$ cat src/ispe_defines.svh
// --------------------
// Input-side PE widths and depths
// --------------------
`ifndef ISPE_DEFINES_SVH
`define ISPE_DEFINES_SVH

// Operand format
`define ISPE_IN_W         64
`define ISPE_BYTE_W       8

// Dot product and accumulator
`define ISPE_PROD_W       20
`define ISPE_ACC_W        48

// Delay line between multiplier and accumulator
`define ISPE_MUL_STAGES   2

// Radix-4 digits for a 9-bit multiplier
`define ISPE_BOOTH_DIGITS 5

`endif

$ cat src/ispe_ctrl_pkg.sv
// --------------------
// Input-side PE control types
// Convert and MAC stage command fields
// --------------------
package ispe_ctrl_pkg;

  // Accumulator shift with value 3 acting as 16
  typedef enum logic [1:0] {
    ACC_SH0  = 2'd0,
    ACC_SH8  = 2'd1,
    ACC_SH16 = 2'd2
  } acc_mode_e;

  // --------------------
  // Convert stage
  typedef struct packed {
    logic cvt_enable;
    logic relu_enable;
    logic zpad_enable;
    logic half_sel;    // 0 takes bytes 0..3, 1 takes bytes 4..7
    logic uint_mode;
  } cvt_ctrl_t;

  // --------------------
  // MAC stage
  typedef struct packed {
    logic      mul_enable;
    logic      acc_enable;
    logic      acc_afresh;  // One-cycle clear
    acc_mode_e acc_mode;
  } mac_ctrl_t;

endpackage

$ cat src/ispe_data_pkg.sv
// --------------------
// Input-side PE datapath types
// Lanes, sums, accumulator and Booth digits
// --------------------
`include "ispe_defines.svh"

package ispe_data_pkg;

  // Registered operands of one dot product
  typedef struct packed {
    logic [`ISPE_BYTE_W-1:0] u0;  // Multipliers
    logic [`ISPE_BYTE_W-1:0] u1;
    logic [`ISPE_BYTE_W-1:0] v0;  // Multiplicands
    logic [`ISPE_BYTE_W-1:0] v1;
    logic                    is_uint;
  } lane_set_t;

  // u0*v0 + u1*v1
  typedef logic signed [`ISPE_PROD_W-1:0] prod_t;

  typedef logic signed [`ISPE_ACC_W-1:0] accum_t;

  // --------------------
  // Radix-4 recoded digit
  typedef enum logic [2:0] {
    BD_ZERO = 3'd0,
    BD_P1X  = 3'd1,
    BD_P2X  = 3'd2,
    BD_N1X  = 3'd3,
    BD_N2X  = 3'd4
  } booth_digit_e;

endpackage

$ cat src/ispe_convert.sv
// --------------------
// Convert stage that picks a half word and
// clamps byte lanes into the lane register
// --------------------
`timescale 1ns/1ps
`include "ispe_defines.svh"

module ispe_convert
  import ispe_ctrl_pkg::*;
  import ispe_data_pkg::*;
(
  input  logic                  aixh_core_clk2x,
  input  logic                  arst_n,
  input  cvt_ctrl_t             cvt_ctrl,
  input  logic [`ISPE_IN_W-1:0] ixdata,
  output lane_set_t             lanes
);

  logic [`ISPE_IN_W/2-1:0] half_word;
  lane_set_t               lanes_nx;

  // Zero on padding, or on a negative byte under relu
  function automatic logic [`ISPE_BYTE_W-1:0] clamp_lane(
    input logic [`ISPE_BYTE_W-1:0] b,
    input logic                    zpad,
    input logic                    relu
  );
    if (zpad || (relu && b[`ISPE_BYTE_W-1])) begin
      return '0;
    end
    return b;
  endfunction

  assign half_word = cvt_ctrl.half_sel ? ixdata[`ISPE_IN_W-1:`ISPE_IN_W/2]
                                       : ixdata[`ISPE_IN_W/2-1:0];

  // Even bytes feed the multipliers, odd bytes the multiplicands
  always_comb begin
    lanes_nx.u0 = clamp_lane(half_word[0*`ISPE_BYTE_W +: `ISPE_BYTE_W],
                             cvt_ctrl.zpad_enable, cvt_ctrl.relu_enable);
    lanes_nx.v0 = clamp_lane(half_word[1*`ISPE_BYTE_W +: `ISPE_BYTE_W],
                             cvt_ctrl.zpad_enable, cvt_ctrl.relu_enable);
    lanes_nx.u1 = clamp_lane(half_word[2*`ISPE_BYTE_W +: `ISPE_BYTE_W],
                             cvt_ctrl.zpad_enable, cvt_ctrl.relu_enable);
    lanes_nx.v1 = clamp_lane(half_word[3*`ISPE_BYTE_W +: `ISPE_BYTE_W],
                             cvt_ctrl.zpad_enable, cvt_ctrl.relu_enable);
    lanes_nx.is_uint = cvt_ctrl.uint_mode;
  end

  always_ff @(posedge aixh_core_clk2x or negedge arst_n) begin
    if (!arst_n) begin
      lanes <= '0;
    end else if (cvt_ctrl.cvt_enable) begin
      lanes <= lanes_nx;
    end
  end

endmodule

$ cat src/ispe_booth_dot.sv
// --------------------
// Radix-4 Booth dot product of two lanes
// --------------------
`timescale 1ns/1ps
`include "ispe_defines.svh"

module ispe_booth_dot
  import ispe_data_pkg::*;
(
  input  lane_set_t lanes,
  output prod_t     sum
);

  logic signed [`ISPE_BYTE_W:0]   mplr [2];  // 9-bit extended multipliers
  logic signed [`ISPE_BYTE_W:0]   mcnd [2];
  logic        [`ISPE_BYTE_W+2:0] rec  [2];  // Multiplier with guard bits
  booth_digit_e                   digit [2][`ISPE_BOOTH_DIGITS];

  function automatic booth_digit_e booth_enc(input logic [2:0] trip);
    case (trip)
      3'b001, 3'b010: return BD_P1X;
      3'b011:         return BD_P2X;
      3'b100:         return BD_N2X;
      3'b101, 3'b110: return BD_N1X;
      default:        return BD_ZERO;
    endcase
  endfunction

  // 0, +-1x or +-2x the multiplicand
  function automatic logic signed [`ISPE_BYTE_W+2:0] booth_pp(
    input booth_digit_e           d,
    input logic signed [`ISPE_BYTE_W:0] md
  );
    logic signed [`ISPE_BYTE_W+2:0] m1;
    logic signed [`ISPE_BYTE_W+2:0] m2;
    m1 = {{2{md[`ISPE_BYTE_W]}}, md};
    m2 = {md[`ISPE_BYTE_W], md, 1'b0};
    case (d)
      BD_P1X:  return m1;
      BD_P2X:  return m2;
      BD_N1X:  return -m1;
      BD_N2X:  return -m2;
      default: return '0;
    endcase
  endfunction

  // Sign extension only in signed mode
  assign mplr[0] = {~lanes.is_uint & lanes.u0[`ISPE_BYTE_W-1], lanes.u0};
  assign mplr[1] = {~lanes.is_uint & lanes.u1[`ISPE_BYTE_W-1], lanes.u1};
  assign mcnd[0] = {~lanes.is_uint & lanes.v0[`ISPE_BYTE_W-1], lanes.v0};
  assign mcnd[1] = {~lanes.is_uint & lanes.v1[`ISPE_BYTE_W-1], lanes.v1};

  always_comb begin
    for (int k = 0; k < 2; k++) begin
      rec[k] = {mplr[k][`ISPE_BYTE_W], mplr[k], 1'b0};
      for (int i = 0; i < `ISPE_BOOTH_DIGITS; i++) begin
        digit[k][i] = booth_enc(rec[k][2*i +: 3]);
      end
    end
  end

  // --------------------
  // Ten weighted partial products
  always_comb begin
    prod_t term;
    sum = '0;
    for (int k = 0; k < 2; k++) begin
      for (int i = 0; i < `ISPE_BOOTH_DIGITS; i++) begin
        term = booth_pp(digit[k][i], mcnd[k]);
        sum  = sum + (term <<< (2*i));
      end
    end
  end

endmodule

$ cat src/ispe_prod_pipe.sv
// --------------------
// Enable-gated delay line for dot-product sums
// --------------------
`timescale 1ns/1ps
`include "ispe_defines.svh"

module ispe_prod_pipe
  import ispe_data_pkg::*;
(
  input  logic  aixh_core_clk2x,
  input  logic  arst_n,
  input  logic  mul_enable,
  input  prod_t sum,
  output prod_t prod
);

  // Stages free for retiming into the multiplier
  prod_t stage [`ISPE_MUL_STAGES];

  always_ff @(posedge aixh_core_clk2x or negedge arst_n) begin
    if (!arst_n) begin
      for (int i = 0; i < `ISPE_MUL_STAGES; i++) begin
        stage[i] <= '0;
      end
    end else if (mul_enable) begin
      stage[0] <= sum;
      for (int i = 1; i < `ISPE_MUL_STAGES; i++) begin
        stage[i] <= stage[i-1];
      end
    end
  end

  assign prod = stage[`ISPE_MUL_STAGES-1];  // Last stage

endmodule

$ cat src/ispe_accum.sv
// --------------------
// 48-bit accumulator with shift and clear
// --------------------
`timescale 1ns/1ps

module ispe_accum
  import ispe_ctrl_pkg::*;
  import ispe_data_pkg::*;
(
  input  logic      aixh_core_clk2x,
  input  logic      arst_n,
  input  logic      acc_enable,
  input  logic      acc_afresh,
  input  acc_mode_e acc_mode,
  input  prod_t     prod,
  output accum_t    acc
);

  accum_t prod_ext;
  accum_t addend;

  assign prod_ext = prod;  // Sign extension

  always_comb begin
    case (acc_mode)
      ACC_SH0: addend = prod_ext;
      ACC_SH8: addend = prod_ext <<< 8;
      default: addend = prod_ext <<< 16;  // Value 3 too
    endcase
  end

  // Clear wins over accumulate and overflow wraps
  always_ff @(posedge aixh_core_clk2x or negedge arst_n) begin
    if (!arst_n) begin
      acc <= '0;
    end else if (acc_afresh) begin
      acc <= '0;
    end else if (acc_enable) begin
      acc <= acc + addend;
    end
  end

endmodule

$ cat src/ispe_top.sv
// --------------------
// Input-side PE top level
// Convert, Booth dot product, delay line, accumulator
// --------------------
`timescale 1ns/1ps
`include "ispe_defines.svh"

module ispe_top
  import ispe_ctrl_pkg::*;
  import ispe_data_pkg::*;
(
  input  logic                  aixh_core_clk2x,
  input  logic                  arst_n,
  input  cvt_ctrl_t             cvt_ctrl,
  input  mac_ctrl_t             mac_ctrl,
  input  logic [`ISPE_IN_W-1:0] ixdata,
  output lane_set_t             oxdata,
  output accum_t                ozdata
);

  lane_set_t lanes;
  prod_t     sum;
  prod_t     prod;

  // --------------------
  // MAC control fields
  logic      mul_enable;
  logic      acc_enable;
  logic      acc_afresh;
  acc_mode_e acc_mode;

  assign mul_enable = mac_ctrl.mul_enable;
  assign acc_enable = mac_ctrl.acc_enable;
  assign acc_afresh = mac_ctrl.acc_afresh;
  assign acc_mode   = mac_ctrl.acc_mode;

  ispe_convert u_convert (
    .aixh_core_clk2x (aixh_core_clk2x),
    .arst_n          (arst_n),
    .cvt_ctrl        (cvt_ctrl),
    .ixdata          (ixdata),
    .lanes           (lanes)
  );

  ispe_booth_dot u_booth_dot (
    .lanes (lanes),
    .sum   (sum)
  );

  ispe_prod_pipe u_prod_pipe (
    .aixh_core_clk2x (aixh_core_clk2x),
    .arst_n          (arst_n),
    .mul_enable      (mul_enable),
    .sum             (sum),
    .prod            (prod)
  );

  ispe_accum u_accum (
    .aixh_core_clk2x (aixh_core_clk2x),
    .arst_n          (arst_n),
    .acc_enable      (acc_enable),
    .acc_afresh      (acc_afresh),
    .acc_mode        (acc_mode),
    .prod            (prod),
    .acc             (ozdata)
  );

  assign oxdata = lanes;  // Registered lanes out

endmodule

$ cat config.mk
export PLATFORM = sky130hd
export DESIGN_NAME = ispe_top
export DESIGN_NICKNAME = d
export VERILOG_FILES = /design/src/ispe_ctrl_pkg.sv /design/src/ispe_data_pkg.sv /design/src/ispe_convert.sv /design/src/ispe_booth_dot.sv /design/src/ispe_prod_pipe.sv /design/src/ispe_accum.sv /design/src/ispe_top.sv
export VERILOG_INCLUDE_DIRS = /design/src /design/src/src
export SDC_FILE = /design/constraint.sdc
export NUM_CORES = 1
export LEC_CHECK = 0
export BUFFER_PORTS_ARGS = -buffer_cell sky130_fd_sc_hd__buf_2
export CAP_MARGIN = 30
export CORE_ASPECT_RATIO = 1.2
export CORE_MARGIN = 10
export CORE_UTILIZATION = 62
export CTS_CLUSTER_SIZE = 10
export DETAILED_ROUTE_END_ITERATION = 10
export HOLD_SLACK_MARGIN = 0.15
export PLACE_DENSITY = 0.83
export SETUP_SLACK_MARGIN = 0.05
export SYNTH_ARGS = -nofsm -noshare
export SYNTH_HDL_FRONTEND = slang
export SYNTH_SLANG_ARGS = --single-unit
$ cat constraint.sdc
create_clock -name aixh_core_clk2x -period 10.2 [get_ports aixh_core_clk2x]
set_input_delay 0.51 -clock aixh_core_clk2x [delete_from_list [all_inputs] [get_ports aixh_core_clk2x]]
set_output_delay 0.51 -clock aixh_core_clk2x [all_outputs]
set_load 0.05 [all_outputs]
**Word-level counts from Yosys, hierarchy flattened**

Cells that the tools add are included.

- Register bits after elaboration: 121
- Input port bits: 76
- Output and inout port bits: 81
- Word-level logic and storage cells: 184

- Add/subtract/negate cells: 14
- Equality and inequality tests: 95
- Muxes and demuxes: 36
- Bitwise gates (word level): 5
- Reduce and logical (&&, ||, !) cells: 26

Operators by type and width:

| kind | count |
|---|---|
| case mux 11 bit (4 select lines) | 10 |
| == test 3 x 2 -> 1 bit, second input constant | 36 |
| == test 3 bit, second input constant | 34 |
| two-way mux 48 bit | 2 |
| case mux 3 bit (4 select lines) | 8 |
| case mux 35 bit (2 select lines) | 1 |
| two-way mux 8 bit | 8 |
| == test 3 x 1 -> 1 bit, second input constant | 18 |
| adder 48 x 36 -> 48 bit | 1 |
| adder 20 x 17 -> 20 bit | 2 |
| adder 20 x 19 -> 20 bit | 2 |
| two-way mux 32 bit | 1 |
| OR reduction 2 bit | 16 |
| negation 10 -> 11 bit | 2 |
| negation 9 -> 11 bit | 2 |
| adder 20 x 11 -> 20 bit | 1 |
| adder 20 x 13 -> 20 bit | 1 |
| adder 20 x 15 -> 20 bit | 1 |
| case mux 3 bit (3 select lines) | 2 |
| adder 14 x 15 -> 16 bit | 1 |
| adder 11 x 13 -> 14 bit | 1 |
| == test 2 bit, second input constant | 4 |
| == test 2 x 1 -> 1 bit, second input constant | 3 |
| bitwise AND 1 bit | 4 |
| 6 further kinds | 15 |

**Depth between registers and ports, before layout**

- Depth after elaboration: 14
- Mapped depth: 33
- Depth with buffers taken out: 31

**By module**

Synthesis repeated with hierarchy kept, for this count alone.

- Cell total of the unflattened synthesis: 1,855
- Area, all modules: 15,484.9 sq um

By module, submodules not included:

| module | instances | cells an instance | area each (sq um) | seq. area each (sq um) |
|---|---|---|---|---|
| ispe_booth_dot | 1 | 958 | 7,114.3 | 0.0 |
| ispe_accum | 1 | 648 | 5,107.4 | 1,201.2 |
| ispe_prod_pipe | 1 | 104 | 1,646.6 | 1,001.0 |
| ispe_convert | 1 | 145 | 1,616.6 | 825.8 |

**Worst setup path after synthesis**

No wires, ideal clock.

- Path kind: reg-to-reg
- Start: reg, netlist name u_convert.lanes[9]
- End: reg u_prod_pipe.stage[39] (netlist bit)
- Setup time: 0.125 ns
- Arrival time: 7.258 ns
- Required time: 10.075 ns
- Setup slack: 2.818 ns
- Cell stages (with the launch flop): 33
- Path buffers: 3
- Clock period less this slack: 7.382 ns
- Path through: dfrtp_1 buf_6 inv_1 ha_1 clkbuf_1 nand2_1 or3_1 clkbuf_1 o31a_1 mux2_2 nand2_1 and2_1 fa_1 inv_1 ha_1 inv_1 o21bai_1 a21oi_1 o21ai_0 o41ai_1 xnor2_1 fa_1 inv_1 fa_1 fa_1 inv_1 ha_1 or3_1 o21ai_0 o31ai_1 a31o_2 xnor2_1 mux2_2

- Word-level cells in the longest chain between the ends: 11
- Elaborated cells between the ends (all ways): 16
- Classes of those cells: add/sub (11); mux (5)

RTL lines:

| item | RTL line | text |
|---|---|---|
| negation 10 -> 11 bit / negation 9 -> 11 bit (equally long branches) | ispe_booth_dot.sv:42, ispe_booth_dot.sv:41 |  |
| case mux 11 bit (4 select lines) | ispe_booth_dot.sv:38 | `case (d)` |
| adder 11 x 13 -> 14 bit | ispe_booth_dot.sv:70 | `sum = sum + (term <<< (2*i));` |
| adder 14 x 15 -> 16 bit | ispe_booth_dot.sv:70 |  |
| adder 20 x 17 -> 20 bit | ispe_booth_dot.sv:70 |  |
| adder 20 x 19 -> 20 bit * | ispe_booth_dot.sv:70 |  |
| adder 20 x 11 -> 20 bit * | ispe_booth_dot.sv:70 |  |
| adder 20 x 13 -> 20 bit * | ispe_booth_dot.sv:70 |  |
| adder 20 x 15 -> 20 bit * | ispe_booth_dot.sv:70 |  |
| adder 20 x 17 -> 20 bit * | ispe_booth_dot.sv:70 |  |
| adder 20 x 19 -> 20 bit * | ispe_booth_dot.sv:70 |  |
| end signal: indexed assignment | ispe_prod_pipe.sv:28 | `stage[i] <= stage[i-1];` |
| end: declaration | ispe_prod_pipe.sv:18 | `` prod_t stage [`ISPE_MUL_STAGES]; `` |

Every way passes the cells marked *; elsewhere a longest branch is shown, timed or not.
A chain may end at the register's enable or synchronous reset.

**Worst setup path in the final report**

- Start: reg, netlist name u_convert.lanes[11]
- End: reg u_prod_pipe.stage[38] (netlist bit)

- Word-level cells in the longest chain between the ends: 11
- Elaborated cells between the ends (all ways): 16
- Classes of those cells: add/sub (11); mux (5)

RTL lines:

| item | RTL line |
|---|---|
| negation 10 -> 11 bit / negation 9 -> 11 bit (equally long branches) | ispe_booth_dot.sv:42, ispe_booth_dot.sv:41 |
| case mux 11 bit (4 select lines) | ispe_booth_dot.sv:38 |
| adder 11 x 13 -> 14 bit | ispe_booth_dot.sv:70 |
| adder 14 x 15 -> 16 bit | ispe_booth_dot.sv:70 |
| adder 20 x 17 -> 20 bit | ispe_booth_dot.sv:70 |
| adder 20 x 19 -> 20 bit * | ispe_booth_dot.sv:70 |
| adder 20 x 11 -> 20 bit * | ispe_booth_dot.sv:70 |
| adder 20 x 13 -> 20 bit * | ispe_booth_dot.sv:70 |
| adder 20 x 15 -> 20 bit * | ispe_booth_dot.sv:70 |
| adder 20 x 17 -> 20 bit * | ispe_booth_dot.sv:70 |
| adder 20 x 19 -> 20 bit * | ispe_booth_dot.sv:70 |

Marked as above.

==> metrics.cfg <==
[finish]
seq_area_um2=3030
fill_cells=1952
drive_above_1_share=0.143
multi_input_area_um2=10900
nets=2142
fin_util=0.690
syn2layout_area_growth_pct=10.1
antenna_cells=0

[flow_run]
maxCapViolCount=0

[sta]
finClkSkew_ns=0.0157
layout_setup_ws_ns=2.31
fmax_mhz=127
hold_ws_ns=0.286
fin_tns_setup_ns=0
rsz0062_at_grt=no
slew_headroom=0.318
setup_viol=0
worst_pin_slew_ns=1.02
hold_viol=0
slew_viol_final=0
fin_crit_sh=0.774
layout_min_cycle_time_ns=7.89

[logic_synthesis]
ys_top_cells_by_area=dfrtp_1, fa_1, ha_1, mux2i_1, nand2_1
syn-cell-area_um2=15000
synth_edf_count=0
synthDistinctLibCells=87
synthFlopType=dfrtp_1
ys_seq_elements=121
synth_cells=1809
synth_area_leader_cell=dfrtp_1
synthArstFlopShare=1.00
synth_top_area_frac=0.202
synth_common_cells=nand2_1, inv_1, nor2_1, dfrtp_1, o21ai_0
yosys_warnings=0
avgSynthCellArea_um2=8.28
synth.most_common_cell=nand2_1
yosysSeqAreaShare=0.202

[hold_path]
hold_path_end=u_convert.lanes[0]
min_path_type=in2reg
hp-start=cvt_ctrl[0]
hold_path_depth=3

[die]
die_w_um=162
coreArea_um2=23900
start_util=0.627
num_rows=62
die_h_um=190
boundaryPins=157
die-area_um2=30800

[setup_path]
reg2reg_depth=27
crit_path_start_kind=flop
timing.rr.end=u_prod_pipe.stage[38]
rrSetupSlack_ns=2.31
r2r_start=u_convert.lanes[11]
crit_path_end_kind=flop
crit_required_ns=10.57
arrival_ns=8.26
worstPathMaxFanout=14
critPathKind=reg2reg

[cts]
cts_made_buffers=17
clk_latency_ns=0.44
clkSinkCount=121
cts_root_buf=clkbuf_16
cts_tree=done
cts.clk_slew.worst_paths_ns=0.07
clock_path_buffers=2
htreeDepth=4

[grt]
gr-total-overflow=0
grt_usage=0.281
grt_pass1_vias=13700
grt_pass1_wl_mm=70.6
antenna_found_initial=0
grt_max_degree=73

[power]
power_density_nw_per_um2=292
ir_drop_mv=0.188
leakagePower_uw=0.00798

[run_status]
status=finished, final reports clean

[routing]
drtIter0Drc=873
drc_errors=0
drt-wirelength-per-cell_um=19.5
drt-total-wl_mm=43.2
vias_per_cell=6.17
drt-pass1-iter-count=5
route.vias.total=13700
postRouteAntennaNets=0

[placed_design]
gp_congestion=1.03
pre_cts_slack_ns=2.40
place_hpwl_mm=33.5
portBuffers=156

cell families (layout without fill, tap and decap cells):
group | count (synthesis) | in the layout | share of synthesized area
AOI/OAI and AO/OA | 509 | 509 | 0.226
other | 2 | 6 | 0.000502
xor gates and xnor gates | 105 | 105 | 0.0629
adders and majority gates | 186 | 186 | 0.200
DFF | 121 | 121 | 0.202
buffers and inverters | 284 | 366 | 0.0726
muxes | 122 | 122 | 0.0884
and+or+nand+nor | 480 | 480 | 0.147
where the power goes:
part	internal, uW	switching (uW)
Combinational	1350	1960
Sequential	635	190
Clock	435	246
Total	2420	2400
state kept, by name, indices dropped and copies added (netlist names):
signal / cells
u_prod_pipe.stage: 20
u_prod_pipe.prod: 20
u_accum.acc: 48
u_convert.lanes: 33
worst max-delay path by stage:
stage | startpoint | to | slack [ns] | cells past startpoint
2_1_floorplan | u_convert.lanes[9] | u_prod_pipe.stage[39] | 2.82 | 32
3_5_place_dp | u_convert.lanes[11] | u_prod_pipe.stage[38] | 2.40 | 24
6_report | u_convert.lanes[11] | u_prod_pipe.stage[38] | 2.31 | 27
4_1_cts | u_convert.lanes[11] | u_prod_pipe.stage[38] | 2.35 | 27
3_3_place_gp | u_convert.lanes[11] | u_prod_pipe.stage[38] | 2.52 | 24
5_1_grt | u_convert.lanes[9] | u_prod_pipe.stage[39] | 1.74 | 25
worst max-delay path, stage by stage (launching register included):
cell and delay [ns]:
dfrtp_1 0.58, or3_1 0.59, or3_4 0.41, or3_1 0.47
and2_1 0.23, mux2_2 0.26, nand2_1 0.07, and2_1 0.17
fa_1 0.42, inv_1 0.07, ha_1 0.22, nor3_1 0.06
nor2_1 0.16, o41ai_2 0.14, o21ba_2 0.22, xnor2_1 0.14
fa_1 0.51, inv_1 0.05, fa_1 0.46, fa_1 0.54
inv_1 0.04, ha_1 0.35, a21oi_1 0.16, o21ai_0 0.18
a211o_1 0.37, a2111oi_0 0.54, o311ai_0 0.24, nand4_1 0.17
per-stage QoR:
| step | cell area (um^2) | total power (uW) | instances |
|---|---|---|---|
| 6_report | 16500 | 4810 | 2215 |
| 5_1_grt | 16500 | 5250 | 2215 |
| 4_1_cts | 16400 | 4810 | 2213 |
| 3_5_place_dp | 15800 | 4060 | 2181 |
| 3_3_place_gp | 15800 | 3960 | 2180 |
| 2_1_floorplan | 15000 | 3370 | 1813 |
placed cells by master (no fill, tap or decap), drive strengths merged, types with 27 or more instances in the layout:
cell	instances
mux2	42
xor2	27
fa	90
nand2	183
nand3	32
a21o	40
a21oi	118
xnor2	77
nor2	132
buf	171
inv	161
o21ai	125
dfrtp	121
ha	94
mux2i	76
layer usage:
layer | share of wire | track usage | routed length, um | vias up
met5 | 0 | 0 | 0 | -
met4 | 0.053 | 0.160 | 2280 | 0
met3 | 0.054 | 0.0428 | 2330 | 111
met2 | 0.51 | 0.502 | 22200 | 527
met1 | 0.38 | 0.311 | 16400 | 6540
li1 | - | - | - | 6491
repair_timing:
action / 4_1_cts / 5_1_grt
setup buffers: 0 / 0
setup endpoints to repair: 0 / 0
resized for setup: 0 / 0
hold endpoints to repair: 0 / 5
hold buffers: 0 / 1
layout make-up:
| class | instances | share of cell area |
|---|---|---|
| clock inverter | 14 | 0.0134 |
| clock buffer | 18 | 0.0260 |
| inverter | 162 | 0.0369 |
| multi-input combinational | 1408 | 0.659 |
| sequential | 121 | 0.184 |
| timing repair buffer | 172 | 0.0564 |
| tap | 320 | 0.0243 |
No activity file was read; power rests on OpenSTA's default activity.
